## src/raystore_pkg.sv

```systemverilog
// ray store shared widths, requester indices, axis codes and ray vector layout
`default_nettype none

package raystore_pkg;

	localparam int FLOAT_W = 32;
	localparam int RAY_ID_W = 9;
	localparam int NODE_ID_W = 16;
	localparam int TRI_ID_W = 16;
	localparam int NUM_REQ = 4;
	localparam int RAM_LATENCY = 2;

	// requester slots, also bit positions of every request vector
	localparam int REQ_TRAV0 = 0;
	localparam int REQ_TRAV1 = 1;
	localparam int REQ_LCACHE = 2;
	localparam int REQ_LIST = 3;

	// split axis of a node, code 3 is illegal
	localparam logic [1:0] AXIS_X = 2'd0;
	localparam logic [1:0] AXIS_Y = 2'd1;
	localparam logic [1:0] AXIS_Z = 2'd2;

	// origin x,y,z then direction x,y,z
	localparam int NUM_LANES = 6;

	typedef union packed {
		logic [NUM_LANES*FLOAT_W-1:0] flat;
		logic [NUM_LANES-1:0][FLOAT_W-1:0] lane;
	} ray_vec_u;

endpackage

`default_nettype wire

```

## src/raystore_arb.sv

```systemverilog
// ray store arbiter: rotating pointer grants up to two RAM reads per cycle
`timescale 1ns/1ps
`default_nettype none

module raystore_arb (
	input  logic clk,
	input  logic rst_n,
	input  logic [raystore_pkg::NUM_REQ-1:0] req_valid,
	output logic [raystore_pkg::NUM_REQ-1:0] req_stall,
	input  logic [raystore_pkg::NUM_REQ-1:0] pipe_stall,
	output logic [raystore_pkg::NUM_REQ-1:0] pipe_valid,
	output logic [raystore_pkg::NUM_REQ-1:0] data_sel,
	output logic [1:0] mux_sel_a,
	output logic [1:0] mux_sel_b,
	input  logic raystore_we
);

	logic [1:0] rrp;
	logic [1:0] idx;
	logic [1:0] lo;
	logic [1:0] hi;
	logic [1:0] n_grant;
	logic [raystore_pkg::NUM_REQ-1:0] eligible;
	logic [raystore_pkg::NUM_REQ-1:0] choice;

	always_ff @(posedge clk or negedge rst_n) begin
		if (!rst_n)
			rrp <= 2'd0;
		else
			rrp <= rrp + 2'd1;
	end

	assign eligible = req_valid & ~pipe_stall;

	// first two eligible, starting at the pointer
	always_comb begin
		choice = '0;
		n_grant = 2'd0;
		for (int i = 0; i < raystore_pkg::NUM_REQ; i++) begin
			idx = rrp + 2'(i);
			if (eligible[idx] && n_grant < 2'd2) begin
				choice[idx] = 1'b1;
				n_grant = n_grant + 2'd1;
			end
		end
	end

	// higher grant reads on port a, lower on port b
	always_comb begin
		lo = 2'd0;
		hi = 2'd0;
		for (int i = raystore_pkg::NUM_REQ - 1; i >= 0; i--) begin
			if (choice[i])
				lo = 2'(i);
		end
		for (int i = 0; i < raystore_pkg::NUM_REQ; i++) begin
			if (choice[i])
				hi = 2'(i);
		end
		mux_sel_a = hi;
		mux_sel_b = lo;
		data_sel = '0;
		if (n_grant == 2'd2)
			data_sel[lo] = 1'b1;
	end

	// a write owns port a, so the whole cycle goes to it
	assign pipe_valid = choice & ~{raystore_pkg::NUM_REQ{raystore_we}};
	assign req_stall = req_valid & ~pipe_valid;

	assert property (@(posedge clk) disable iff (!rst_n) $countones(pipe_valid) <= 2);
	assert property (@(posedge clk) disable iff (!rst_n)
		raystore_we |-> (pipe_valid == '0) && (req_stall == req_valid));

endmodule

`default_nettype wire

```

## config.mk

```make
export PLATFORM = sky130hd
export DESIGN_NAME = raystore_arb
export DESIGN_NICKNAME = d
export VERILOG_FILES = /design/src/raystore_pkg.sv /design/src/raystore_arb.sv
export SDC_FILE = /design/constraint.sdc
export NUM_CORES = 1
export LEC_CHECK = 0
export ABC_AREA = 1
export BUFFER_PORTS_ARGS = -buffer_cell sky130_fd_sc_hd__buf_2
export CAP_MARGIN = 20
export CORE_MARGIN = 2
export CORE_UTILIZATION = 50
export CTS_BUF_LIST = sky130_fd_sc_hd__clkbuf_4 sky130_fd_sc_hd__clkbuf_8 sky130_fd_sc_hd__clkbuf_16
export CTS_CLUSTER_DIAMETER = 200
export DETAILED_ROUTE_END_ITERATION = 10
export PLACE_DENSITY = 0.8
export SETUP_SLACK_MARGIN = 0.2
export SYNTH_ARGS = -nofsm -noshare
export SYNTH_HDL_FRONTEND = slang
export SYNTH_SLANG_ARGS = --single-unit
```

## constraint.sdc

```tcl
create_clock -name clk -period 5.45 [get_ports clk]
set_input_delay 0.2725 -clock clk [delete_from_list [all_inputs] [get_ports clk]]
set_output_delay 0.2725 -clock clk [all_outputs]
set_load 0.1 [all_outputs]
```

## Word-level counts from Yosys, hierarchy flattened

Index checks and enable logic that the tools add are counted.

| word-level totals | value |
|---|---|
| bits in registers | 2 |
| bits in latches | 0 |
| RAM bits | 0 |
| bits in read-only memories | 0 |
| input bits | 11 |
| output and inout port bits | 16 |
| logic and storage cells | 72 |
| memories kept | 0 |

| operators by class | value |
|---|---|
| add/sub/neg operators | 6 |
| multipliers | 0 |
| div/mod/pow operators | 0 |
| magnitude comparators | 13 |
| eq/ne operators | 1 |
| shift operators | 0 |
| muxes and demuxes | 34 |
| bitwise logic cells | 9 |
| reduce and logical (&&, ||, !) cells | 8 |

Operators with widths:

| cell | number |
|---|---|
| 2-to-1 mux 4 bit | 5 |
| 2-to-1 mux 2 bit | 9 |
| < comparator 2 x 3 -> 1 bit (second input constant) | 5 |
| bitwise AND 4 bit | 3 |
| NOT 4 bit | 3 |
| OR 4 bit | 3 |
| 2-to-1 mux 1 bit | 11 |
| demux 1 bit (select 2 bit) | 5 |
| greater-or-equal comparator 2 x 1 -> 1 bit (second input constant) | 5 |
| adder 2 x 1 -> 2 bit (second input constant) | 4 |
| binary-select mux 1 bit (select 2 bit) | 4 |
| logical AND 1 bit | 8 |
| < comparator 2 bit (second input constant) | 3 |
| adder 2 bit (second input constant) | 2 |
| equality test 2 bit (second input constant) | 1 |

## Longest topological paths before layout

| logic depth | value |
|---|---|
| depth after elaboration | 23 |
| depth in mapped cells | 17 |
| mapped depth without buffers | 17 |

## Least setup slack after synthesis

No wires, ideal clock.

| timing path | value |
|---|---|
| path type | reg-to-output |
| from | register rrp[0] |
| to | output port req_stall[3] in the netlist's numbering |
| data arrival time | 4.306 ns |
| path slack | 0.872 ns |
| cell stages (with the launch flop) | 16 |
| cells stage by stage | dfrtp_1 > inv_2 > ha_1 > inv_1 > nand3_2 > nand2_2 > inv_4 > ha_1 > inv_1 > nand3_4 > nor2_1 > nor2_2 > nand2_2 > clkinv_2 > nor2_1 > nor2_1 |

RTL lines:

| element | line | RTL |
|---|---|---|
| from (decl) | raystore_arb.sv:18 | `logic [1:0] rrp;` |
| from (signal assigned) | raystore_arb.sv:30 | `rrp <= rrp + 2'd1;` |
| adder 2 bit (*) | raystore_arb.sv:40 | `idx = rrp + 2'(i);` |
| named net idx[0] | raystore_arb.sv:19 | `logic [1:0] idx;` |
| < comparator 2 x 3 -> 1 bit (not written as such) or greater-or-equal comparator 2 x 1 -> 1 bit (tied branches) | raystore_arb.sv:42 | `choice[idx] = 1'b1;` |
| logical AND 1 bit (not written as such) | raystore_arb.sv:42 |  |
| 2-to-1 mux 1 bit (not written as such) | raystore_arb.sv:42 |  |
| demux 1 bit (select 2 bit) | raystore_arb.sv:42 |  |
| OR 4 bit (no line) | - |  |
| 2-to-1 mux 4 bit (*) | raystore_arb.sv:41 | `if (eligible[idx] && n_grant < 2'd2) begin` |
| bitwise AND 4 bit (*) | raystore_arb.sv:68 | `assign pipe_valid = choice & ~{raystore_pkg::NUM_REQ{raystore_we}};` |
| named net pipe_valid, one bit | raystore_arb.sv:11 | `output logic [raystore_pkg::NUM_REQ-1:0] pipe_valid,` |
| NOT 4 bit (*) | raystore_arb.sv:69 | `assign req_stall = req_valid & ~pipe_valid;` |
| bitwise AND 4 bit (*) | raystore_arb.sv:69 |  |
| to (decl) | raystore_arb.sv:9 | `output logic [raystore_pkg::NUM_REQ-1:0] req_stall,` |

Mark *: on every way through the listed nets, which the timed path passes. The rest lies on a longest branch. The select of a mux whose other input is x is not followed.

## Worst setup path after layout

| timing path | value |
|---|---|
| from | register rrp[0] |
| to | output port data_sel[0] in the netlist's numbering |

RTL lines:

| element | line | RTL |
|---|---|---|
| adder 2 bit (*) | raystore_arb.sv:40 |  |
| named net idx[0] | raystore_arb.sv:19 |  |
| < comparator 2 x 3 -> 1 bit (not written as such) or greater-or-equal comparator 2 x 1 -> 1 bit (tied branches) | raystore_arb.sv:42 |  |
| logical AND 1 bit (not written as such) | raystore_arb.sv:42 |  |
| 2-to-1 mux 1 bit (not written as such) | raystore_arb.sv:42 |  |
| demux 1 bit (select 2 bit) | raystore_arb.sv:42 |  |
| OR 4 bit (no line) | - |  |
| 2-to-1 mux 4 bit | raystore_arb.sv:41 |  |
| 2-to-1 mux 2 bit (4 in series) | raystore_arb.sv:53 | `if (choice[i])` |
| < comparator 2 x 3 -> 1 bit (not written as such) or greater-or-equal comparator 2 x 1 -> 1 bit (tied branches) | raystore_arb.sv:64 | `data_sel[lo] = 1'b1;` |
| logical AND 1 bit (not written as such) | raystore_arb.sv:64 |  |
| 2-to-1 mux 1 bit (not written as such) | raystore_arb.sv:64 |  |
| demux 1 bit (select 2 bit) | raystore_arb.sv:64 |  |
| 2-to-1 mux 4 bit (*) | raystore_arb.sv:63 | `if (n_grant == 2'd2)` |
| to (decl) | raystore_arb.sv:12 | `output logic [raystore_pkg::NUM_REQ-1:0] data_sel,` |

Marked as above.

==> out/results.txt <==
Root buf cell: clkbuf_4
Power, Total: 0.000158 W
Syn Inst Count: 113
Fill count: 124
Xor/xnor share of the synthesized area: 0.0117
Synth top cells by count: inv_1, nor2_1, nand2_1
Critical path buffer and inverter count: 6
Die Span Y: 42.8 um
Sink Count: 2
EDFF count, synth: 0
Setup TNS Final: 0 ns
Post-synthesis net count: 133
Largest family of logic cells by synthesized area: simple AND/OR/NAND/NOR gates
Vias in the first global route: 681
Relative slew slack: 0.676
Hold slack: 0.342 ns
Synth cell types: 23
Crit path from: rrp[0]
Biggest register: rrp
Mux cell area share after synthesis: 0
Final min period: 3.49 ns
Gr usage total: 0.187
Drt first pass iters: 4
Worst path top cell family by delay: buffers and inverters
Largest register FFs: 2
Port buffer count: 26
CTS tree: built
Sequential-to-total area share from yosys stat: 0.0667
Worst VDD drop: 132 uV
Mapped cell area: 751 um2
Asr flop ratio synth: 1.00
Post-layout util: 0.690
Post-synthesis compound-gate area fraction: 0.0350
Largest net degree at the start of global routing: 10
Remaining DRCs: 0
Hold crit path type: in2async
Pwr per Cell Area: 169 nW/um2
Final Setup Violations: 0
Cells along the critical path: inv_2 -> ha_1 -> inv_1 -> nand3_2 -> nand2_2 -> inv_4 -> ha_1 -> inv_1 -> nand4_2 -> nand4_1 -> nand2_2 -> clkinv_4 -> nand2_4 -> nand2_2 -> nand2_1 -> nor2_1 -> buf_2
Core area: 1350 um2
Post-synth top area share: 0.150
Ports: 27
R2R Path Start: rrp[0]
# nets final: 165
CP max FO: 9
Vias/cell: 4.87
Clk buf depth: 2
Finished layout cell area: 932 um2
Max-cap violations: 0
Post-synthesis area per instance: 6.64 um2
Die ar.: 1830 um2
Final period util: 0.640
Area Overhead vs Synth: 24.2%
Synth Flop Type: dfrtp_1
Worst path slowest cell: dfrtp_1
Crit end category: output pin
Die width: 42.8 um
DR vias: 770
Ys Warns: 0
Reg area: 50.0 um2
H-tree Lvls: 1
Ranking of synthesized cells by area: ha_1, nand3_2, inv_1
Area of the multi-input gates: 602 um2
Final slew viol count: 0
RSZ-0062 raised after global routing: false
Placed cell area: 900 um2
Worst Path Arrival: 3.22 ns
DR iter-0 viols: 14
Worst Tran Pin Value: 0.489 ns
Worst skew pair latency: 0.23 ns
Count leader, synth: inv_1
Drt wl/cell: 10.4 um
Share of layout cells above drive strength 1: 0.462
Critical path class: reg2out
Total CTS buffers: 3
Antenna viol nets, final: 0
Total routed wirelength: 1640 um
Fmax: 287 MHz
Inserted Diodes: 0
Simple-gate share of the synthesized area: 0.605
Adder-Cell Fraction of Synth Area: 0.150
Cell taking the most area after synthesis: ha_1
Initial antenna violation count: 0
Max incr delay on CP: 0.50 ns
Top Registers: rrp x2
First-pass GRT wire length: 2670 um
Clk_skew: 0.00521 ns
CP Launch Type: register
DP Wirelength: 1420 um
Core Rows: 13
Most used cell, CP: nand2_2
Status: complete, no violations
Yosys reg bits: 2
Total grt overflow: 0
Clock transition at path regs: 0.03 ns
Lkg Pwr: 0.556 nW
Final hold vios: 0
Starting Density: 0.556
CP required: 5.18 ns
GPL Wtd Cong: 0.812
Post-CTS setup buffer count: 0
==> layout by cell type, fill, tap and decap left out, drive strengths merged, types with 2 or more instances in the layout <==
cell type  netlist  final
clkinv           2      2
o21ai            2      2
nand4            5      5
inv             22     22
nand3           17     17
dfrtp            2      2
clkbuf           0      3
nor2            23     23
buf              0     26
ha               9      9
nand2           28     28
==> path summary, 6_finish.rpt <==
path / endpoint / slack [ns] / cells after the start
worst min register to register: rrp[0] / 0.73 / 1
max in group asynchronous: rrp[1] / 5.01 / 2
worst max register to register: rrp[1] / 4.28 / 2
worst max-delay path: data_sel[0] / 1.96 / 17
min in group clk: rrp[0] / 0.73 / 1
worst min-delay path: rrp[0] / 0.34 / 2
==> power by group <==
group	switching, W	internal, W	leakage [nW]
Combinational	0.0000868	0.0000211	0.518
Clock	0.0000104	0.0000245	0.0138
Sequential	0	0.0000150	0.0239
Total	0.0000973	0.0000605	0.556
==> cell families after synthesis <==
group	count (synthesis)
fa+ha+maj	9
compound gates	3
flops	2
buf+inv	24
simple gates	74
xor+xnor	1
==> layer usage <==
layer  wire length (um)  part of all wire  GRT usage  vias up
li1                   -                 -          -      413
met4                 31             0.019     0.0938        0
met1                730              0.45      0.224      327
met2                801              0.49      0.336       27
met3                 74             0.045          0        3
met5                  0                 0          0        -
==> final cells by class <==
type / instances / area share
multi-input combinational: 87 / 0.646
timing repair buffer: 27 / 0.150
inverter: 24 / 0.106
sequential: 2 / 0.0537
clock buffer: 3 / 0.0242
tap: 15 / 0.0201
==> per-stage QoR <==
step	instances	worst slack, ns
2_1_floorplan	113	0.872
3_3_place_gp	154	2.27
3_5_place_dp	154	2.19
4_1_cts	158	1.94
5_1_grt	158	1.73
6_report	158	1.96
==> what timing repair did <==
item                                   4_1_cts  5_1_grt
resized for setup                            0        0
endpoints found under the hold margin        2        0
hold buffers                                 1        0
(Power assumes the default switching activity.)
