`config.mk`:
```
export PLATFORM = sky130hd
export DESIGN_NAME = fifo
export DESIGN_NICKNAME = d
export VERILOG_FILES = /design/src/fifo.sv
export SDC_FILE = /design/constraint.sdc
export NUM_CORES = 1
export LEC_CHECK = 0
export ABC_AREA = 1
export BUFFER_PORTS_ARGS = -buffer_cell sky130_fd_sc_hd__buf_2
export CAP_MARGIN = 20
export CORE_ASPECT_RATIO = 0.5
export CORE_MARGIN = 3
export CORE_UTILIZATION = 25
export CTS_BUF_LIST = sky130_fd_sc_hd__clkbuf_2
export DETAILED_ROUTE_END_ITERATION = 10
export RECOVER_POWER = 100
export SLEW_MARGIN = 30
export SYNTH_ARGS = -nofsm -noshare
export SYNTH_HDL_FRONTEND = slang
export SYNTH_SLANG_ARGS = --single-unit
```
`constraint.sdc`:
```
create_clock -name clk -period 1.8 [get_ports clk]
set_input_delay 0.27 -clock clk [delete_from_list [all_inputs] [get_ports clk]]
set_output_delay 0.27 -clock clk [all_outputs]
set_load 0.01 [all_outputs]
```
`src/fifo.sv`:
```
// small synchronous FIFO with occupancy count
`timescale 1ns/1ps
`default_nettype none

module fifo #(
	parameter int WIDTH = 8,
	parameter int K = 2
) (
	input  logic clk,
	input  logic rst_n,
	input  logic [WIDTH-1:0] data_in,
	input  logic we,
	input  logic re,
	output logic full,
	output logic empty,
	output logic [WIDTH-1:0] data_out,
	output logic [K:0] num_in_fifo
);

	localparam int DEPTH = 1 << K;

	logic [WIDTH-1:0] mem [DEPTH];
	logic [K-1:0] wr_ptr;
	logic [K-1:0] rd_ptr;
	logic [K:0] count;

	always_ff @(posedge clk or negedge rst_n) begin
		if (!rst_n) begin
			wr_ptr <= '0;
			rd_ptr <= '0;
			count <= '0;
		end else begin
			if (we)
				wr_ptr <= wr_ptr + 1'b1;
			if (re)
				rd_ptr <= rd_ptr + 1'b1;
			case ({we, re})
				2'b10: count <= count + 1'b1;
				2'b01: count <= count - 1'b1;
				default: count <= count;
			endcase
		end
	end

	always_ff @(posedge clk) begin
		if (we)
			mem[wr_ptr] <= data_in;
	end

	// head word shows as soon as it lands
	assign data_out = mem[rd_ptr];
	assign full = count == (K+1)'(DEPTH);
	assign empty = count == '0;
	assign num_in_fifo = count;

	assert property (@(posedge clk) disable iff (!rst_n) we |-> !full);
	assert property (@(posedge clk) disable iff (!rst_n) re |-> !empty);

endmodule

`default_nettype wire

```
* Word-level counts from Yosys, hierarchy flattened *
Memories as Yosys holds them, arrays and structs flattened.
Cells that the tools add are included.

storage, ports and cells
  register bits after elaboration = 7
  bits in latches = 0
  memory bits (writable) = 32
  ROM bits = 0
  input bits = 12
  output and inout bits = 13
  logic and storage cells = 16
  memories = 1

memory list
  name  depth  bits a word  read ports  clocked after Yosys merged registers in  write ports  line  source
  mem   4      8            1           0                                        1            22    logic [WIDTH-1:0] mem [DEPTH];

cells by class
  $add $sub $neg = 4
  multiply operators = 0
  div/mod/pow operators = 0
  magnitude comparators = 0
  equal/unequal tests = 3
  shifts and indexed selects = 0
  muxes and demuxes = 3
  bitwise gates (word level) = 0
  reductions and logical operators = 2

operators by type and width
  kind                   count
  $pmux W3 S2            1
  $add A2 B1 Y2 const B  2
  $add A3 B1 Y3 const B  1
  $eq A3 B3 Y1 const B   1
  $logic_not A3 Y1       1
  $sub A3 B1 Y3 const B  1
  $eq A2 B1 Y1 const B   1
  $eq A2 B2 Y1 const B   1
  $mux W1                2
  $reduce_bool A2 Y1     1

* Longest topological paths before layout *
Gate-level depths: netlist of run 1.

  depth in word-level cells = 2
  mapped depth = 10
  gate-level depth less buffers = 9

* Worst setup path before layout of run 1 *
No wires, ideal clock.

  path kind = input -> register
  start point = in we
  end point = reg count[2], in the netlist num_in_fifo[2]
  library setup time = 117 ps
  arrival = 1281 ps
  data required time = 1683 ps
  slack = 402 ps
  cell stages on the path = 9
  buffers on the path = 1
  cells stage by stage = buf_2 > inv_1 > ha_1 > inv_1 > fa_1 > nand2_1 > nand3_1 > nand2_1 > nand2_1

on the way
  cells in the longest elaborated chain, start to end = 2
  elaborated cells between the ends (all ways) = 4
  those cells by class = eq/ne: 2; mux: 1; reduce/logical: 1

ends and longest elaborated chain
  what                                                      line  source
  start: declaration                                        12    input logic we,
  $eq A2 B1 Y1 / $eq A2 B2 Y1 (equally long branches)       37    case ({we, re})
  $pmux W3 S2 / $reduce_bool A2 Y1 (equally long branches)  -
  end signal: assignment                                    38    2'b10: count <= count + 1'b1;
  end signal: assignment                                    39    2'b01: count <= count - 1'b1;
  end signal: assignment                                    40    default: count <= count;
  end: declaration                                          25    logic [K:0] count;

Parallel ways exist; a longest one is shown, timed or not.
A chain may end at the register's enable or synchronous reset.

* Final worst setup path of run 1 *
  start point = reg rd_ptr[0]
  end point = out data_out[1]

on the way
  cells in the longest elaborated chain, start to end = 1

ends and longest elaborated chain
  what                      line  source
  start: declaration        24    logic [K-1:0] rd_ptr;
  start signal: assignment  36    rd_ptr <= rd_ptr + 1'b1;
  $mem_v2 Z4 W8             -
  end: declaration          16    output logic [WIDTH-1:0] data_out,

No other way between the ends.

==> results of run 1 <==
-- power by group --
group	internal [mW]	switching [mW]	leakage (nW)	total, mW
logic	0.449	0.685	0.442	1.13
registers	1.21	0.123	0.376	1.33
clock network	0.0922	0.292	0.0250	0.384
total	1.75	1.10	0.843	2.85
-- logic make-up (layout without fill, tap and decap cells) --
group                    count (synthesis)  in the layout  share of synthesized area
adder cells (fa/ha/maj)                  6              6                     0.0483
AND/OR/NAND/NOR                         39             39                     0.0893
AO/OA/AOI/OAI                           18             18                     0.0791
buffers and inverters                   36             66                     0.0981
XOR/XNOR                                 4              4                     0.0205
flip-flops                              39             39                      0.665
-- what timing repair did --
action	4_1_cts	5_1_grt
hold buffers	1	0
setup endpoints to repair	0	8
resized for setup	0	1
endpoints found under the hold margin	7	0
buffers inserted	0	1
-- per-layer routing --
| layer | vias to the layer above | routed length [um] |
|---|---|---|
| met1 | 472 | 1370 |
| met2 | 13 | 1430 |
| li1 | 525 | - |
| met4 | 0 | 0 |
| met3 | 0 | 90 |
| met5 | - | 0 |
-- cells in the mapped netlist --
library cell | number | share of area
buf_2 | 2 | 0.0059
buf_6 | 4 | 0.026
dfrtp_1 | 7 | 0.10
edfxtp_1 | 32 | 0.56
fa_1 | 1 | 0.012
ha_1 | 5 | 0.037
inv_1 | 29 | 0.064
inv_2 | 1 | 0.0022
nand2_1 | 35 | 0.077
nand3_1 | 1 | 0.0029
nand4_1 | 1 | 0.0037
nor3_1 | 2 | 0.0059
o211ai_1 | 15 | 0.066
o211ai_2 | 1 | 0.0073
o21ai_0 | 2 | 0.0059
xnor2_1 | 1 | 0.0051
xor2_1 | 3 | 0.015
-- registers in the layout, indices dropped and copies added (netlist names) --
signal	cells
rd_ptr	2
wr_ptr	2
num_in_fifo	3
mem	32
-- stage by stage --
| step | setup TNS (ns) | cells | setup slack [ns] | hold WS [ns] | power, mW |
|---|---|---|---|---|---|
| after floorplan | 0 | 142 | 0.402 | -0.0256 | 2.13 |
| after global placement | 0 | 250 | 0.365 | 0.114 | 2.46 |
| after detailed placement | 0 | 250 | 0.323 | 0.114 | 2.49 |
| after CTS | 0 | 259 | 0.0289 | 0.0434 | 2.88 |
| after global routing | -0.149 | 260 | -0.0565 | 0.0233 | 3.11 |
| final | 0 | 260 | 0.102 | 0.0926 | 2.85 |
-- cell type report --
cell class	count	area, um2	share of cell area
inverter	30	113	0.0573
clock inverter	3	20.0	0.0102
sequential	39	1140	0.579
tap	88	110	0.0561
timing repair buffer	28	154	0.0783
multi-input combinational	67	405	0.206
clock buffer	5	25.0	0.0127
-- worst reg2reg max path, delay by kind of cell (launching register included) --
| family | cells | cell delay (ns) |
|---|---|---|
| adders and majority gates | 1 | 0.15 |
| and+or+nand+nor | 1 | 0.05 |
| DFF | 1 | 0.48 |
| buffers and inverters | 2 | 0.40 |
-- worst max-delay path by stage --
stage               cells past startpoint      start             end
detailed placement                      9         we  num_in_fifo[2]
finish                                  4  rd_ptr[0]     data_out[1]
global route                            4  rd_ptr[0]     data_out[3]
global placement                        9         we  num_in_fifo[2]
floorplan                               9         we  num_in_fifo[2]
CTS                                     4  rd_ptr[0]     data_out[1]
==> out/summary.txt, run 1 <==
max-cap viol count: 0
drt first pass iters: 4
#FFs+latches synth: 39
worst hold path class: in2reg
total wire length: 2890 um
worst hold start: re
Post-DP HPWL: 1920 um
crit-path max FO: 32
Worst setup EP type: output pin
Num Clock Sinks: 39
GR peak layer: met2
clock buffer depth: 2
P per Cell Area: 1450 nW/um2
core area: 6330 um2
Reg clk slew, reported paths: 0.20 ns
first-pass GRT wire length: 4900 um
Layout Utilization: 0.310
endpoints failing setup: 0
FF-to-FF setup slack: 0.39 ns
synth unique cells: 17
met1 Usage GRT: 0.0960
largest net degree at the start of global routing: 33
clock root cell: clkbuf_2
grt met2 use: 0.137
Fin Clk Skew: 0.0236 ns
Rel. slew slack: 0.718
DRC Markers: 0
H-tree Lvls: 2
chip height: 64.5 um
Net Count, Synth: 160
Data arrival, critical path: 1.43 ns
die area: 7920 um2
CTS tree: done
Syn-to-layout area delta: 14.9%
1st-iter DRT viols: 27
average vias per placed instance: 3.88
Reg2Reg Depth: 4
fin crit share: 0.943
filler instances: 633
cell family with most CP delay: flip-flops
crit start category: register
Hold Path Depth: 2
fin crit period: 1.70 ns
via count: 1010
RSZ-0062 raised after global routing: true
Slew Limit Fails: 0
Final GP Congestion: 0.672
fin area: 1960 um2
initial antenna violation count: 0
WL/cell: 11.1 um
Top-Level Pins: 25
Final Hold Vio Count: 0
fin nets: 189
share of layout cells above drive strength 1: 0.169
Max Fclk: 589 MHz
status: finished clean
Placed Area: 1910 um2
Synth Cell Area: 1710 um2
origin of the critical flop-to-flop path: wr_ptr[0]
most common cell after layout, fill and taps aside: nand2_1
worst-skew pair later-pin latency: 0.38 ns
Port Buffers: 24
Detail Route Antenna Nets: 0
initial core utilization: 0.270
Std-Cell Rows: 20
GR Util met3: 0.0366
crit-path max cell delay: 0.47 ns
# diodes: 0
Die Wd: 123 um
synth warn: 0
crit-path cells: buf_12 -> o211ai_1 -> nand2_1 -> buf_2
GRT overflow: 0
CP bufs+invs: 2
CP required: 1.53 ns
Critical R2R Capture: mem[2][2]
Num CTS Buffers: 5
peak supply drop: 0.383 mV
Leakage: 0.843 nW
measured slew at the worst slew-check pin: 0.422 ns
vias in the first global route: 1006
most frequent cells in the layout: nand2_1, edfxtp_1, inv_1
Critical Path Slowest Stage Cell: dfrtp_2
register area share after synthesis: 0.665
post-synthesis cell count: 142
WS Path Type: reg2out
GRT Resource Usage Total: 0.0824
Avg Inst Size Synth: 12.0 um2
Hold EP: rd_ptr[0]
Note: power is estimated with default switching activity, not from simulation.
==> inputs of run 2 (changes only) <==
--- a/config.mk
+++ b/config.mk
@@ -9,7 +9,6 @@
 export BUFFER_PORTS_ARGS = -buffer_cell sky130_fd_sc_hd__buf_2
 export CAP_MARGIN = 20
 export CORE_ASPECT_RATIO = 0.5
-export CORE_MARGIN = 3
 export CORE_UTILIZATION = 25
 export CTS_BUF_LIST = sky130_fd_sc_hd__clkbuf_2
 export DETAILED_ROUTE_END_ITERATION = 10
==> out/summary.txt, run 2 (synthesis results as in run 1) <==
status: finished clean
peak supply drop: 0.401 mV
1st-iter DRT viols: 38
average vias per placed instance: 3.86
Reg clk slew, reported paths: 0.21 ns
via count: 1000
Final TNS setup: 0 ns
drt first pass iters: 4
most frequent cells in the layout: nand2_1, edfxtp_1, inv_1
Flop pwr share: 0.478
Tot Pwr: 2.78 mW
fin crit period: 1.69 ns
initial core utilization: 0.270
crit start category: register
Setup Buffers After CTS: 0
Layout Utilization: 0.307
sw frac: 0.387
Critical Path Slowest Stage Cell: dfrtp_1
P_int: 1.70 mW
FF-to-FF setup slack: 0.40 ns
measured slew at the worst slew-check pin: 0.405 ns
post-route setup slack: 0.112 ns
share of layout cells above drive strength 1: 0.123
CP bufs+invs: 2
fin nets: 188
WS Path Type: reg2out
Rel. slew slack: 0.730
GRT Resource Usage Total: 0.0830
Die Wd: 119 um
Place WS: 0.291 ns
clock root cell: clkbuf_2
Top-Level Pins: 25
CP required: 1.53 ns
Final GP Congestion: 0.800
crit-path max FO: 5
Final Hold Vio Count: 0
Largest register FFs: 32
Max Fclk: 592 MHz
chip height: 60.5 um
Post-DP HPWL: 1950 um
clock buffer depth: 2
Fin Clk Skew: 0.0332 ns
Data arrival, critical path: 1.42 ns
most common cell after layout, fill and taps aside: nand2_1
cell family with most CP delay: flip-flops
Std-Cell Rows: 20
Leakage: 0.819 nW
endpoints failing setup: 0
WL/cell: 10.7 um
CTS tree: done
Num CTS Buffers: 5
Detail Route Antenna Nets: 0
RSZ-0062 raised after global routing: false
total wire length: 2780 um
worst hold path class: in2reg
P per Cell Area: 1430 nW/um2
Port Buffers: 24
# diodes: 0
switching pwr: 1.08 mW
filler instances: 647
Syn-to-layout area delta: 13.8%
Slew Limit Fails: 0
die area: 7190 um2
worst-skew pair later-pin latency: 0.38 ns
crit-path max cell delay: 0.53 ns
initial antenna violation count: 0
max-cap viol count: 0
Worst setup EP type: output pin
most flop-heavy register: mem
Gate power share: 0.387
first-pass GRT wire length: 4280 um
crit-path cells: buf_4 -> o211ai_1 -> nand2_1 -> clkbuf_2
H-tree Lvls: 2
vias in the first global route: 906
DRC Markers: 0
core area: 6330 um2
Num Clock Sinks: 39
clock network fraction of design power: 0.136
worst hold slack: 0.0684 ns
fin crit share: 0.938
largest net degree at the start of global routing: 35
GRT overflow: 0
==> run 2: cell types whose count changed in the layout (fill, tap and decap cells not counted), sizes merged <==
cell	before	now
buf	18	7
clkbuf	14	24
==> run 2: power by group through the flow <==
stage	Sequential (mW)	Combinational (mW)	Clock, mW
floorplan	1.32	0.805	0
global placement	1.34	1.08	0
detailed placement	1.34	1.11	0
CTS	1.32	1.12	0.395
global route	1.35	1.22	0.435
finish	1.33	1.07	0.378
==> run 2: path summary, 6_finish.rpt <==
kind | from | endpoint | cells after the start
max in group asynchronous | rst_n | rd_ptr[1] | 2
hold reg to reg | wr_ptr[0] | wr_ptr[0] | 1
hold / removal | re | rd_ptr[0] | 2
setup reg to reg | wr_ptr[0] | mem[0][2] | 4
min in group asynchronous | rst_n | num_in_fifo[0] | 2
setup / recovery | rd_ptr[1] | data_out[0] | 4
==> run 2: area by class of cell <==
cell class	instances	area (um2)	share of cell area
multi-input combinational	67	405	0.208
clock buffer	5	25.0	0.0129
tap	88	110	0.0566
inverter	30	115	0.0592
sequential	39	1140	0.584
timing repair buffer	27	134	0.0688
clock inverter	3	20.0	0.0103
==> run 2: per-layer routing <==
layer | up-vias | track usage | part of all wire
li1 | 524 | - | -
met1 | 463 | 0.0928 | 0.47
met2 | 8 | 0.144 | 0.49
met3 | 5 | 0.0226 | 0.022
met4 | 0 | 0.0615 | 0.023
met5 | - | 0 | 0
==> run 2: what timing repair did <==
item | CTS | global route
gates cloned | 0 | 0
hold buffers | 1 | 0
endpoints found under the setup margin | 1 | 5
endpoints found under the hold margin | 7 | 0
resized for setup | 1 | 2
==> run 2: per-stage QoR <==
step                      cell area (um2)  instances
after floorplan                      1710        142
after global placement               1900        250
after detailed placement             1900        250
after CTS                            1960        259
after global routing                 1950        259
final                                1950        259
==> run 2: worst register-to-register path: stages (launching register included) <==
cell and delay, ns:
dfrtp_1 0.47, inv_1 0.10, ha_1 0.15, nand2_1 0.05
inv_1 0.29
