<file path="src/raystore_pkg.sv">
// ray store shared widths, requester indices, axis codes and ray vector layout
`default_nettype none

package raystore_pkg;

	localparam int FLOAT_W = 32;
	localparam int RAY_ID_W = 9;
	localparam int NODE_ID_W = 16;
	localparam int TRI_ID_W = 16;
	localparam int NUM_REQ = 4;
	localparam int RAM_LATENCY = 2;

	// requester slots, also bit positions of every request vector
	localparam int REQ_TRAV0 = 0;
	localparam int REQ_TRAV1 = 1;
	localparam int REQ_LCACHE = 2;
	localparam int REQ_LIST = 3;

	// split axis of a node, code 3 is illegal
	localparam logic [1:0] AXIS_X = 2'd0;
	localparam logic [1:0] AXIS_Y = 2'd1;
	localparam logic [1:0] AXIS_Z = 2'd2;

	// origin x,y,z then direction x,y,z
	localparam int NUM_LANES = 6;

	typedef union packed {
		logic [NUM_LANES*FLOAT_W-1:0] flat;
		logic [NUM_LANES-1:0][FLOAT_W-1:0] lane;
	} ray_vec_u;

endpackage

`default_nettype wire

</file>
<file path="src/pipe_valid_stall.sv">
// side-data pipe matching RAM read latency, stalls upstream on FIFO credit
`timescale 1ns/1ps
`default_nettype none

module pipe_valid_stall #(
	parameter int WIDTH = 8,
	parameter int FIFO_K = 2
) (
	input  logic clk,
	input  logic rst_n,
	input  logic us_valid,
	input  logic [WIDTH-1:0] us_data,
	output logic us_stall,
	output logic ds_valid,
	output logic [WIDTH-1:0] ds_data,
	input  logic [FIFO_K:0] num_in_fifo
);

	localparam int DEPTH = raystore_pkg::RAM_LATENCY;
	localparam int CAP = 1 << FIFO_K;

	logic [DEPTH-1:0] stage_valid;
	logic [WIDTH-1:0] stage_data [DEPTH];
	logic [FIFO_K+1:0] in_flight;

	always_ff @(posedge clk or negedge rst_n) begin
		if (!rst_n)
			stage_valid <= '0;
		else
			stage_valid <= {stage_valid[DEPTH-2:0], us_valid};
	end

	always_ff @(posedge clk) begin
		stage_data[0] <= us_data;
		for (int i = 1; i < DEPTH; i++)
			stage_data[i] <= stage_data[i-1];
	end

	assign ds_valid = stage_valid[DEPTH-1];
	assign ds_data = stage_data[DEPTH-1];

	// items in the stages plus items already queued
	always_comb begin
		in_flight = {1'b0, num_in_fifo};
		for (int i = 0; i < DEPTH; i++)
			in_flight = in_flight + {{(FIFO_K+1){1'b0}}, stage_valid[i]};
	end

	// one entry per cycle at most, so stalling at capacity is enough
	assign us_stall = in_flight >= (FIFO_K+2)'(CAP);

	assert property (@(posedge clk) disable iff (!rst_n)
		ds_valid |-> num_in_fifo < (FIFO_K+1)'(CAP));

endmodule

`default_nettype wire

</file>
<file path="config.mk">
export PLATFORM = sky130hd
export DESIGN_NAME = pipe_valid_stall
export DESIGN_NICKNAME = d
export VERILOG_FILES = /design/src/raystore_pkg.sv /design/src/pipe_valid_stall.sv
export SDC_FILE = /design/constraint.sdc
export NUM_CORES = 1
export LEC_CHECK = 0
export ABC_AREA = 1
export BUFFER_PORTS_ARGS = -buffer_cell sky130_fd_sc_hd__buf_4
export CAP_MARGIN = 20
export CORE_AREA = 5 5 42 44
export CTS_CLUSTER_SIZE = 8
export DETAILED_ROUTE_END_ITERATION = 6
export DIE_AREA = 0 0 47 49
export PLACE_DENSITY_LB_ADDON = 0.05
export SLEW_MARGIN = 20
export SYNTH_ARGS = -nofsm -noshare
export SYNTH_HDL_FRONTEND = slang
export SYNTH_SLANG_ARGS = --single-unit
</file>
<file path="constraint.sdc">
create_clock -name clk -period 1.45 [get_ports clk]
set_clock_uncertainty 0.15 [all_clocks]
set_input_delay 0.145 -clock clk [delete_from_list [all_inputs] [get_ports clk]]
set_output_delay 0.145 -clock clk [all_outputs]
set_load 0.02 [all_outputs]
</file>
* Yosys cells after proc, flatten, opt, wreduce, memory -nomap -nowiden
Memory sizes are Yosys's and may differ from the RTL's. Index checks and enable logic that the tools add are counted.
Operators by class: order comparisons 1, $add $sub $neg 2
Operators with widths (number):
- $add A3 B1 Y4 | 1
- $add A4 B1 Y4 | 1
- $ge A4 B3 Y1 const B | 1
Word-level totals: output and inout port bits 10, bits of input ports 14, memory bits (writable) 16, memories 1, flip-flop bits (word level) 2
Memory list:
- stage_data | words 2, width 8, read ports 2, clocked after Yosys merged registers in 0, wr ports 2, RTL line pipe_valid_stall.sv:23 | logic [WIDTH-1:0] stage_data [DEPTH];

* Depth between registers and ports, before layout
Gate-level depths: netlist (run 1).
word-level depth 3, mapped depth 5, gate-level depth less buffers 5

* Least setup slack after synthesis (run 1)
No wires, ideal clock.
kind register -> output, from register stage_valid[1], to output port us_stall, path buffers 0, required time 1.155 ns, arrival time 1.008 ns, stages on the path, launching flop included 6, path slack 0.147 ns, cells stage by stage dfrtp_1 -> ha_1 -> nand2_1 -> nand2_1 -> nand2_1 -> nand2_1
Between the ends: word-level cells in the longest chain between the ends 2
Ends and longest elaborated chain:
- start, declared | RTL line pipe_valid_stall.sv:22 | logic [DEPTH-1:0] stage_valid;
- start signal, assigned | RTL line pipe_valid_stall.sv:30 | stage_valid <= {stage_valid[DEPTH-2:0], us_valid};
- $add A4 B1 Y4 | RTL line pipe_valid_stall.sv:46 | in_flight = in_flight + {{(FIFO_K+1){1'b0}}, stage_valid[i]};
- $ge A4 B3 Y1 | RTL line pipe_valid_stall.sv:50 | assign us_stall = in_flight >= (FIFO_K+2)'(CAP);
- end, declared | RTL line pipe_valid_stall.sv:13 | output logic us_stall,
Every way passes these cells.

* Worst setup path in the final report (run 1)
Same ends and word-level chain as after synthesis.

==> results.ini, run 1 <==
[logic_synthesis]
ys_seq_elements=18
ys_seq_area_share_pct=79.6
synth_top_cell_by_area=dfxtp_1
synth_cells=33
async_reset_ff_share_pct=11.1
syn_avg_cell_area_um2=14.1
synth_nets=48
synth_top_cell_area_share_pct=68.8
synth-edff-count=0
synthTopCellsByCount=dfxtp_1 (16), buf_4 (8), nand2_1 (4), dfrtp_1 (2), inv_1 (2)
ys_top_cells_by_area=dfxtp_1 (69%), buf_4 (13%), dfrtp_1 (11%)
synth-main-ff-cell=dfxtp_1
ys_types=6
yosysMostFrequentCell=dfxtp_1
yosys_warnings=0
syn_area_um2=465

[worst_setup_path]
startpoint=stage_valid[1]$_DFF_PN0_
r2r-start=stage_valid[0]$_DFF_PN0_
critPathArrivalTime_ps=1290
cp_max_fo=2
required_ps=1150
worst_setup_path_start_kind=flop
critPathKind=flop to primary output
endpoint_kind=primary output
ff2ff_path_depth=0

[floorplan]
rows=14
initial_core_util_pct=33.2
core_area_um2=1400
die_area_um2=2300
ioPinCount=24
die_h_um=49
die_w_um=47

[routing]
wirelength_um=809
routed_via_density=3.77
route.detailed.drc=0
route.vias.total=294
post_drt_wl_per_cell_um=10.4
detail_route.iter0.violations=0
ant_nets=0
dr.pass1.iters=1

[pwr]
max-vdd-ir-drop_v=0.000618
power_density_nw_per_um2=1250
p_leak_nw=0.360

[placement]
gp_congestion=0.564
dpl_cell_area_um2=598
io_buffer_count=23
dpl_worst_slack_ps=143
dp_hpwl_um=603

[timing]
worst_slew_pin_slew_ps=95.9
max_clock_freq_ghz=0.631
rsz0062_at_grt=yes
hold_slack_ps=30.3
setup_ws_ps=-134
setup_violations=1
finalMaxSlewViolations=0
finalCritPeriodShare_pct=109
relSlewSlack_pct=93.6
layout_min_cycle_time_ps=1580
finalHoldViolations=0

[run_status]
violations=negative setup slack
status=finished with violations

[flow_run]
drv_cap=0

[cells_and_area]
fin_nets=78
stdcell_area_um2=738
drive_above_1_share_pct=43.5
antenna_cells=0
fillers=130
area.growth.synth_to_final_pct=58.6

[clock_tree]
cts_root_buf=clkbuf_4
clk_pin_slew_ps=100
postCtsSetupBuffers=0
cts_max_path_buffers=2
cts_inserted_buffers=3
worst_skew_pair.late_latency_ps=280
htree_num_levels=1
cts_tree=done
cts_sinks=18

[worst_hold_path]
hold_class=input port to asynchronous set/reset pin

[global_routing]
grt_max_degree=11
grt_pass1_wl_um=1380
gr-total-overflow=0
grtUsageTotal_pct=8.95
first_global_vias=353
antenna_found_initial=0

[routing by layer]
layer / vias up / wire length (µm) / GRT usage, %
li1: 147 / - / -
met1: 132 / 228 / 6.32
met2: 15 / 497 / 16.5
met3: 0 / 83 / 4.80
met4: 0 / 0 / 5.53
met5: - / 0 / 0
[layout make-up]
| type | count | area, µm² | area share (%) |
|---|---|---|---|
| timing repair buffer | 33 | 277 | 37.5 |
| clock buffer | 4 | 36.3 | 4.92 |
| inverter | 2 | 7.51 | 1.02 |
| multi-input combinational | 5 | 27.5 | 3.73 |
| sequential | 18 | 370 | 50.2 |
| tap | 16 | 20.0 | 2.71 |
[worst paths after layout]
| path | end | slack (ps) |
|---|---|---|
| setup / recovery | us_stall | -130 |
| hold reg to reg | stage_data[0][15]$_DFF_P_ | 180 |
| setup reg to reg | stage_valid[1]$_DFF_PN0_ | 800 |
| hold / removal | stage_valid[0]$_DFF_PN0_ | 30 |
| max in group asynchronous | stage_valid[1]$_DFF_PN0_ | 1030 |
| min in group clk | stage_data[0][15]$_DFF_P_ | 180 |
[what timing repair did]
action	4_1_cts	5_1_grt
cloned	0	0
hold buffers	10	0
gates resized for setup	1	0
endpoints found under the hold margin	11	0
setup endpoints to repair	1	1
pin swaps	1	0
[kinds of logic after synthesis]
kind of cell / share of synthesized area, %
AND/OR/NAND/NOR: 3.22
flip-flops: 79.6
buffers and inverters: 14.5
adder cells (fa/ha/maj): 2.69
[power by group]
group          internal [mW]  switching (mW)  total (mW)
Combinational         0.0620          0.0387       0.101
Sequential             0.521         0.00692       0.528
Clock                  0.153           0.138       0.290
Total                  0.736           0.183       0.919
[metrics by stage]
stage / util (%) / std cells / power [mW] / setup TNS [ps]
4_1_cts: 52.7 / 78 / 0.939 / -168
6_report: 52.7 / 78 / 0.919 / -134
3_5_place_dp: 42.7 / 64 / 0.619 / 0
5_1_grt: 52.7 / 78 / 0.974 / -257
2_1_floorplan: - / 33 / 0.580 / 0
3_3_place_gp: 42.7 / 64 / 0.615 / 0
[sequential cells by signal, indices dropped and copies added (netlist names)]
signal / flops
stage_valid: 2
stage_data: 16
[critical path, stage by stage (launching register included)]
cell and delay, ps:
dfrtp_1 390, ha_1 260, nand2_1 60, nand2_1 50, nand2_1 50, nand2_1 50, buf_6 130
[cell usage in the layout, fill, tap and decap left out]
cell	synthesis	layout
buf_4	8	22
dfxtp_1	16	16
dlygate4sd3_1	0	10
nand2_1	4	4
clkbuf_4	0	3
inv_1	2	2
dfrtp_1	2	2
ha_1	1	1
clkbuf_8	0	1
buf_6	0	1
No activity file was read; power rests on OpenSTA's default activity.
==> inputs of run 2 (changes only) <==
CORE_AREA = 2 2 39 41   (was 5 5 42 44)
DIE_AREA = 0 0 41 43   (was 0 0 47 49)
RECOVER_POWER = 100   (was not set)
==> run 2 against run 1 <==
Effect of this change:
- the flow still finishes with violations (negative setup slack)
- worst hold slack worse by 6.6 ps
- combinational power down 14%
- die area down 23%
- critical path depth unchanged
- sequential share of layout area up 2.4 points
- largest power group unchanged
- highest routed layer unchanged
==> results.ini, run 2 (synthesized netlist as in run 1, its figures left out) <==
[run_status]
status=finished with violations
violations=negative setup slack

[clock_tree]
cts_root_buf=clkbuf_4
cts_inserted_buffers=3  ; unchanged
worst_skew_pair.late_latency_ps=280  ; about the same
clk_pin_slew_ps=100  ; about the same
htree_num_levels=1  ; unchanged
cts_max_path_buffers=2  ; unchanged
postCtsSetupBuffers=0  ; unchanged
cts_tree=done
cts_sinks=18  ; unchanged

[pwr]
p_leak_nw=0.326  ; -9.6%
max-vdd-ir-drop_v=0.000665  ; +7.6%
power_mw=0.906  ; -1.4%
power_density_nw_per_um2=1290  ; +3.3%

[timing]
layout_min_cycle_time_ps=1570  ; -13.6 ps
hold_slack_ps=23.7  ; -6.63 ps
max_clock_freq_ghz=0.637  ; +0.87%
finalHoldViolations=0  ; unchanged
finalCritPeriodShare_pct=108  ; -0.94 points
setup_ws_ps=-121  ; +13.6 ps
setup_violations=1  ; unchanged
worst_slew_pin_slew_ps=261  ; +165 ps
relSlewSlack_pct=82.7  ; -11 points
finalSetupTns_ps=-121  ; +13.6 ps
finalMaxSlewViolations=0  ; unchanged
rsz0062_at_grt=yes

[routing]
wirelength_um=695  ; -14%
ant_nets=0  ; unchanged
route.vias.total=285  ; -3.1%
post_drt_wl_per_cell_um=8.91  ; -14%
route.detailed.drc=0  ; unchanged
routed_via_density=3.65  ; -3.1%
dr.pass1.iters=1  ; unchanged
detail_route.iter0.violations=0  ; unchanged

[worst_setup_path]
cp_max_fo=2  ; unchanged
critPathArrivalTime_ps=1280  ; about the same
critPathKind=flop to primary output
endpoint_kind=primary output
worst_setup_path_start_kind=flop
required_ps=1150  ; about the same

[floorplan]
die_h_um=43  ; -12%
rows=14  ; unchanged
ioPinCount=24  ; unchanged
die_w_um=41  ; -13%
core_area_um2=1380  ; -1.2%
die_area_um2=1760  ; -23%
initial_core_util_pct=33.6  ; +0.42 points

[global_routing]
antenna_found_initial=0  ; unchanged
grt_pass1_wl_um=1040  ; -25%
first_global_vias=290  ; -18%
gr-total-overflow=0  ; unchanged
grt_max_degree=11  ; unchanged
grtUsageTotal_pct=9.36  ; +0.41 points

[placement]
io_buffer_count=23  ; unchanged
dp_hpwl_um=496  ; -18%
gp_congestion=0.506  ; -10%
dp_cells=64  ; unchanged
dpl_cell_area_um2=598  ; unchanged

[worst_hold_path]
hold_class=input port to asynchronous set/reset pin

[cells_and_area]
top_regs=stage_data (16), stage_valid (2)
drive_above_1_share_pct=29.0  ; -15 points
final_cell_mix=dfxtp_1 (16), clkbuf_4 (12), dlygate4sd3_1 (10), clkbuf_1 (9)
stdcell_area_um2=704  ; -4.6%
largest_register_ffs=16  ; unchanged
largest_register=stage_data
mostFrequentLayoutCell=dfxtp_1
fin_nets=78  ; unchanged
antenna_cells=0  ; unchanged
final_cell_count_no_fill=78  ; unchanged
area.growth.synth_to_final_pct=51.3

[flow_run]
drv_cap=0  ; unchanged

==> run 2: cell types whose count changed in the layout (fill, tap and decap cells not counted), sizes merged <==
cell / previous run / this run
buf: 23 / 5
clkbuf: 4 / 22
==> run 2: critical path, stage by stage, from the launching register on <==
cell and delay, ps:
dfrtp_1 400, ha_1 270, nand2_1 50, nand2_1 40, nand2_1 50, nand2_1 50
buf_6 130
==> run 2: final cells by class <==
cell class / count / area, µm²
Fill cell: 140 / 679
Sequential cell: 18 / 370
Timing Repair Buffer: 33 / 243
Clock buffer: 4 / 36.3
Multi-Input combinational cell: 5 / 27.5
Tap cell: 16 / 20.0
Inverter: 2 / 7.51
==> run 2: power breakdown <==
part,internal (mW),leakage [nW],switching [mW]
clock network,0.153,0.0210,0.138
logic,0.0499,0.147,0.0368
registers,0.521,0.158,0.00716
==> run 2: through the flow <==
| stage | setup slack [ps] | util, % |
|---|---|---|
| after floorplan | 147 | - |
| after global placement | 182 | 43.2 |
| after detailed placement | 161 | 43.2 |
| after CTS | -144 | 53.3 |
| after global routing | -220 | 50.9 |
| final | -121 | 50.9 |
==> run 2: what timing repair did <==
item / in CTS / in global routing
resized for setup: 1 / 0
hold endpoints to repair: 11 / 0
pin swaps: 1 / 0
setup endpoints to repair: 1 / 1
hold buffers: 10 / 0
==> run 2: worst paths after layout <==
path | slack [ps] | startpoint | end | depth (start not counted)
max in group asynchronous | 1000 | rst_n | stage_valid[1]$_DFF_PN0_ | 2
min in group clk | 180 | stage_data[0][3]$_DFF_P_ | stage_data[0][11]$_DFF_P_ | 0
setup reg to reg | 800 | stage_valid[0]$_DFF_PN0_ | stage_valid[1]$_DFF_PN0_ | 0
hold / removal | 20 | rst_n | stage_valid[0]$_DFF_PN0_ | 2
setup / recovery | -120 | stage_valid[1]$_DFF_PN0_ | us_stall | 6
hold reg to reg | 180 | stage_data[0][3]$_DFF_P_ | stage_data[0][11]$_DFF_P_ | 0
==> run 2: layer usage <==
layer	track usage [%]	vias to the layer above	part of all wire, %
met1	6.04	121	37
met2	17.5	15	54
met5	0	-	0
li1	-	149	-
met4	6.00	0	0
met3	4.71	0	8.9
==> inputs of run 3 (changes only) <==
--- a/constraint.sdc
+++ b/constraint.sdc
@@ -4,2 +4,2 @@
 set_output_delay 0.145 -clock clk [all_outputs]
-set_load 0.02 [all_outputs]
+set_load 0.05 [all_outputs]
==> run 3 against run 2 <==
Effect of this change:
- the run still ends with negative setup slack left
- design area grew 4.6%
- sequential share of layout area shrank 2.2 points
- register-to-register slack lost 20 ps
- fmax shrank 3.9%
- global-route usage shrank 0.93 points
- critical endpoint unchanged
- setup slack lost 63 ps
- utilization grew 2.4 points
- clock power is essentially flat
- power grew 5.0%
==> results.ini, run 3 (synthesized netlist as in run 1, its figures left out) <==
[run_status]
status=finished with violations
violations=negative setup slack

[global_routing]
grt_pass1_wl_um=952  ; -8.5%
gr-total-overflow=0  ; unchanged
grt_max_degree=11  ; unchanged
antenna_found_initial=0  ; unchanged
grtUsageTotal_pct=8.43  ; -0.93 points
first_global_vias=293  ; +1.0%

[timing]
setup_ws_ps=-184  ; -63.3 ps
max_clock_freq_ghz=0.612  ; -3.9%
worst_slew_pin_slew_ps=279  ; +18.0 ps
setup_violations=1  ; unchanged
layout_min_cycle_time_ps=1630  ; +63.3 ps
relSlewSlack_pct=81.5  ; -1.2 points
finalMaxSlewViolations=0  ; unchanged
finalHoldViolations=0  ; unchanged
hold_slack_ps=21.8  ; -1.93 ps
rsz0062_at_grt=yes
finalCritPeriodShare_pct=113  ; +4.4 points

[clock_tree]
cts_inserted_buffers=3  ; unchanged
cts_root_buf=clkbuf_4
cts_max_path_buffers=2  ; unchanged
cts_tree=done
clk_pin_slew_ps=90  ; about the same
cts_sinks=18  ; unchanged
htree_num_levels=1  ; unchanged
worst_skew_pair.late_latency_ps=280  ; about the same

[routing]
route.vias.total=294  ; +3.2%
dr_wl_met3_um=58  ; -6.5%
wl_met1_um=247  ; -3.1%
detail_route.iter0.violations=2  ; +2
wl_met2_um=369  ; -2.1%
routed_via_density=3.77  ; +3.2%
route.detailed.drc=0  ; unchanged
dr.pass1.iters=2  ; +1
ant_nets=0  ; unchanged
top_layer=met3
wirelength_um=674  ; -3.0%
post_drt_wl_per_cell_um=8.64  ; -3.0%

[pwr]
power_density_nw_per_um2=1290  ; +0.32%
clkPwrFrac_pct=30.5  ; -1.6 points
comb_power_share_pct=13.9  ; +4.3 points
switching_share_pct=23.0  ; +2.9 points
power_mw=0.951  ; +5.0%
seq_power_share_pct=55.7  ; -2.6 points
p_leak_nw=0.351  ; +7.6%
max-vdd-ir-drop_v=0.000777  ; +17%
p_sw_mw=0.219  ; +20%
internal_power_mw=0.732  ; +1.1%

[floorplan]
rows=14  ; unchanged
die_w_um=41  ; unchanged
initial_core_util_pct=33.6  ; unchanged
ioPinCount=24  ; unchanged
die_area_um2=1760  ; unchanged
core_area_um2=1380  ; unchanged
die_h_um=43  ; unchanged

[cells_and_area]
fin_nets=78  ; unchanged
drive_above_1_share_pct=48.4  ; +19 points
mostFrequentLayoutCell=dfxtp_1
regArea_um2=372  ; +0.34%
multi_input_area_um2=45.0  ; +64%
area.growth.synth_to_final_pct=58.3
final_cell_mix=dfxtp_1 (16), clkbuf_4 (12), dlygate4sd3_1 (10), clkbuf_2 (8), buf_4 (4)
antenna_cells=0  ; unchanged
largest_register_ffs=16  ; unchanged
fillers=130  ; -7.1%
largest_register=stage_data
top_regs=stage_data (16), stage_valid (2)
final_util_pct=53.3  ; +2.4 points

[worst_setup_path]
critPathKind=flop to primary output
critPathArrivalTime_ps=1340  ; +60 ps
cp_max_fo=2  ; unchanged
worst_setup_path_start_kind=flop
endpoint_kind=primary output
required_ps=1150  ; about the same

[placement]
dpl_worst_slack_ps=97.6  ; -63.2 ps
dp_hpwl_um=474  ; -4.5%
gp_congestion=0.487  ; -3.7%
io_buffer_count=23  ; unchanged

[flow_run]
drv_cap=0  ; unchanged

[worst_hold_path]
hold_class=input port to asynchronous set/reset pin

[run 3: cell types whose count changed in the layout (fill, tap and decap cells not counted), moves of 2 or more]
cell      before  now
clkbuf_1       9    1
clkbuf_2       0    8
nand2_1        4    2
nand2_2        0    2
[run 3: per-stage QoR]
stage	TNS, ps	std cells	area [µm²]
6_report	-184	78	737
5_1_grt	-249	78	737
4_1_cts	-183	78	761
3_5_place_dp	0	64	602
3_3_place_gp	0	64	602
2_1_floorplan	0	33	469
[run 3: cell type report]
type / count / share of cell area (%)
well taps: 16 / 2.72
clock buffers: 4 / 4.92
repair buffers: 33 / 34.8
multi-input cells: 5 / 6.11
inverters: 2 / 1.02
flip-flops and latches: 18 / 50.4
[run 3: power by group through the flow]
stage / Combinational, mW / Sequential (mW) / Clock, mW
2_1_floorplan: 0.0742 / 0.543 / 0
3_3_place_gp: 0.112 / 0.539 / 0
3_5_place_dp: 0.114 / 0.541 / 0
4_1_cts: 0.142 / 0.530 / 0.298
5_1_grt: 0.140 / 0.532 / 0.319
6_report: 0.132 / 0.529 / 0.290
[run 3: final timing paths]
check / start / cells past startpoint / slack (ps) / endpoint
worst max-delay path: stage_valid[1]$_DFF_PN0_ / 6 / -180 / us_stall
worst min-delay path: rst_n / 2 / 20 / stage_valid[0]$_DFF_PN0_
worst max register to register: stage_valid[0]$_DFF_PN0_ / 0 / 780 / stage_valid[1]$_DFF_PN0_
worst min register to register: stage_data[0][6]$_DFF_P_ / 0 / 180 / stage_data[0][14]$_DFF_P_
max in group asynchronous: rst_n / 2 / 990 / stage_valid[1]$_DFF_PN0_
min in group clk: stage_data[0][6]$_DFF_P_ / 0 / 180 / stage_data[0][14]$_DFF_P_
[run 3: routing by layer]
| layer | vias to the layer above | global-route usage, % |
|---|---|---|
| met3 | 0 | 4.71 |
| met1 | 127 | 6.67 |
| met2 | 17 | 14.1 |
| met5 | - | 0 |
| li1 | 150 | - |
| met4 | 0 | 6.00 |
[run 3: what timing repair did]
| action | in CTS | in global routing |
|---|---|---|
| setup buffers | 0 | 0 |
| gates resized for setup | 4 | 0 |
| hold endpoints to repair | 11 | 0 |
| setup endpoints to repair | 1 | 1 |
| pin swaps | 1 | 0 |
| cloned | 0 | 0 |
| hold buffers | 10 | 0 |
[run 3: critical path, stage by stage (launching register included)]
cell     delay, ps
dfrtp_2        440
ha_4           260
nand2_2         40
nand2_1         50
nand2_1         60
nand2_2         70
buf_8          140
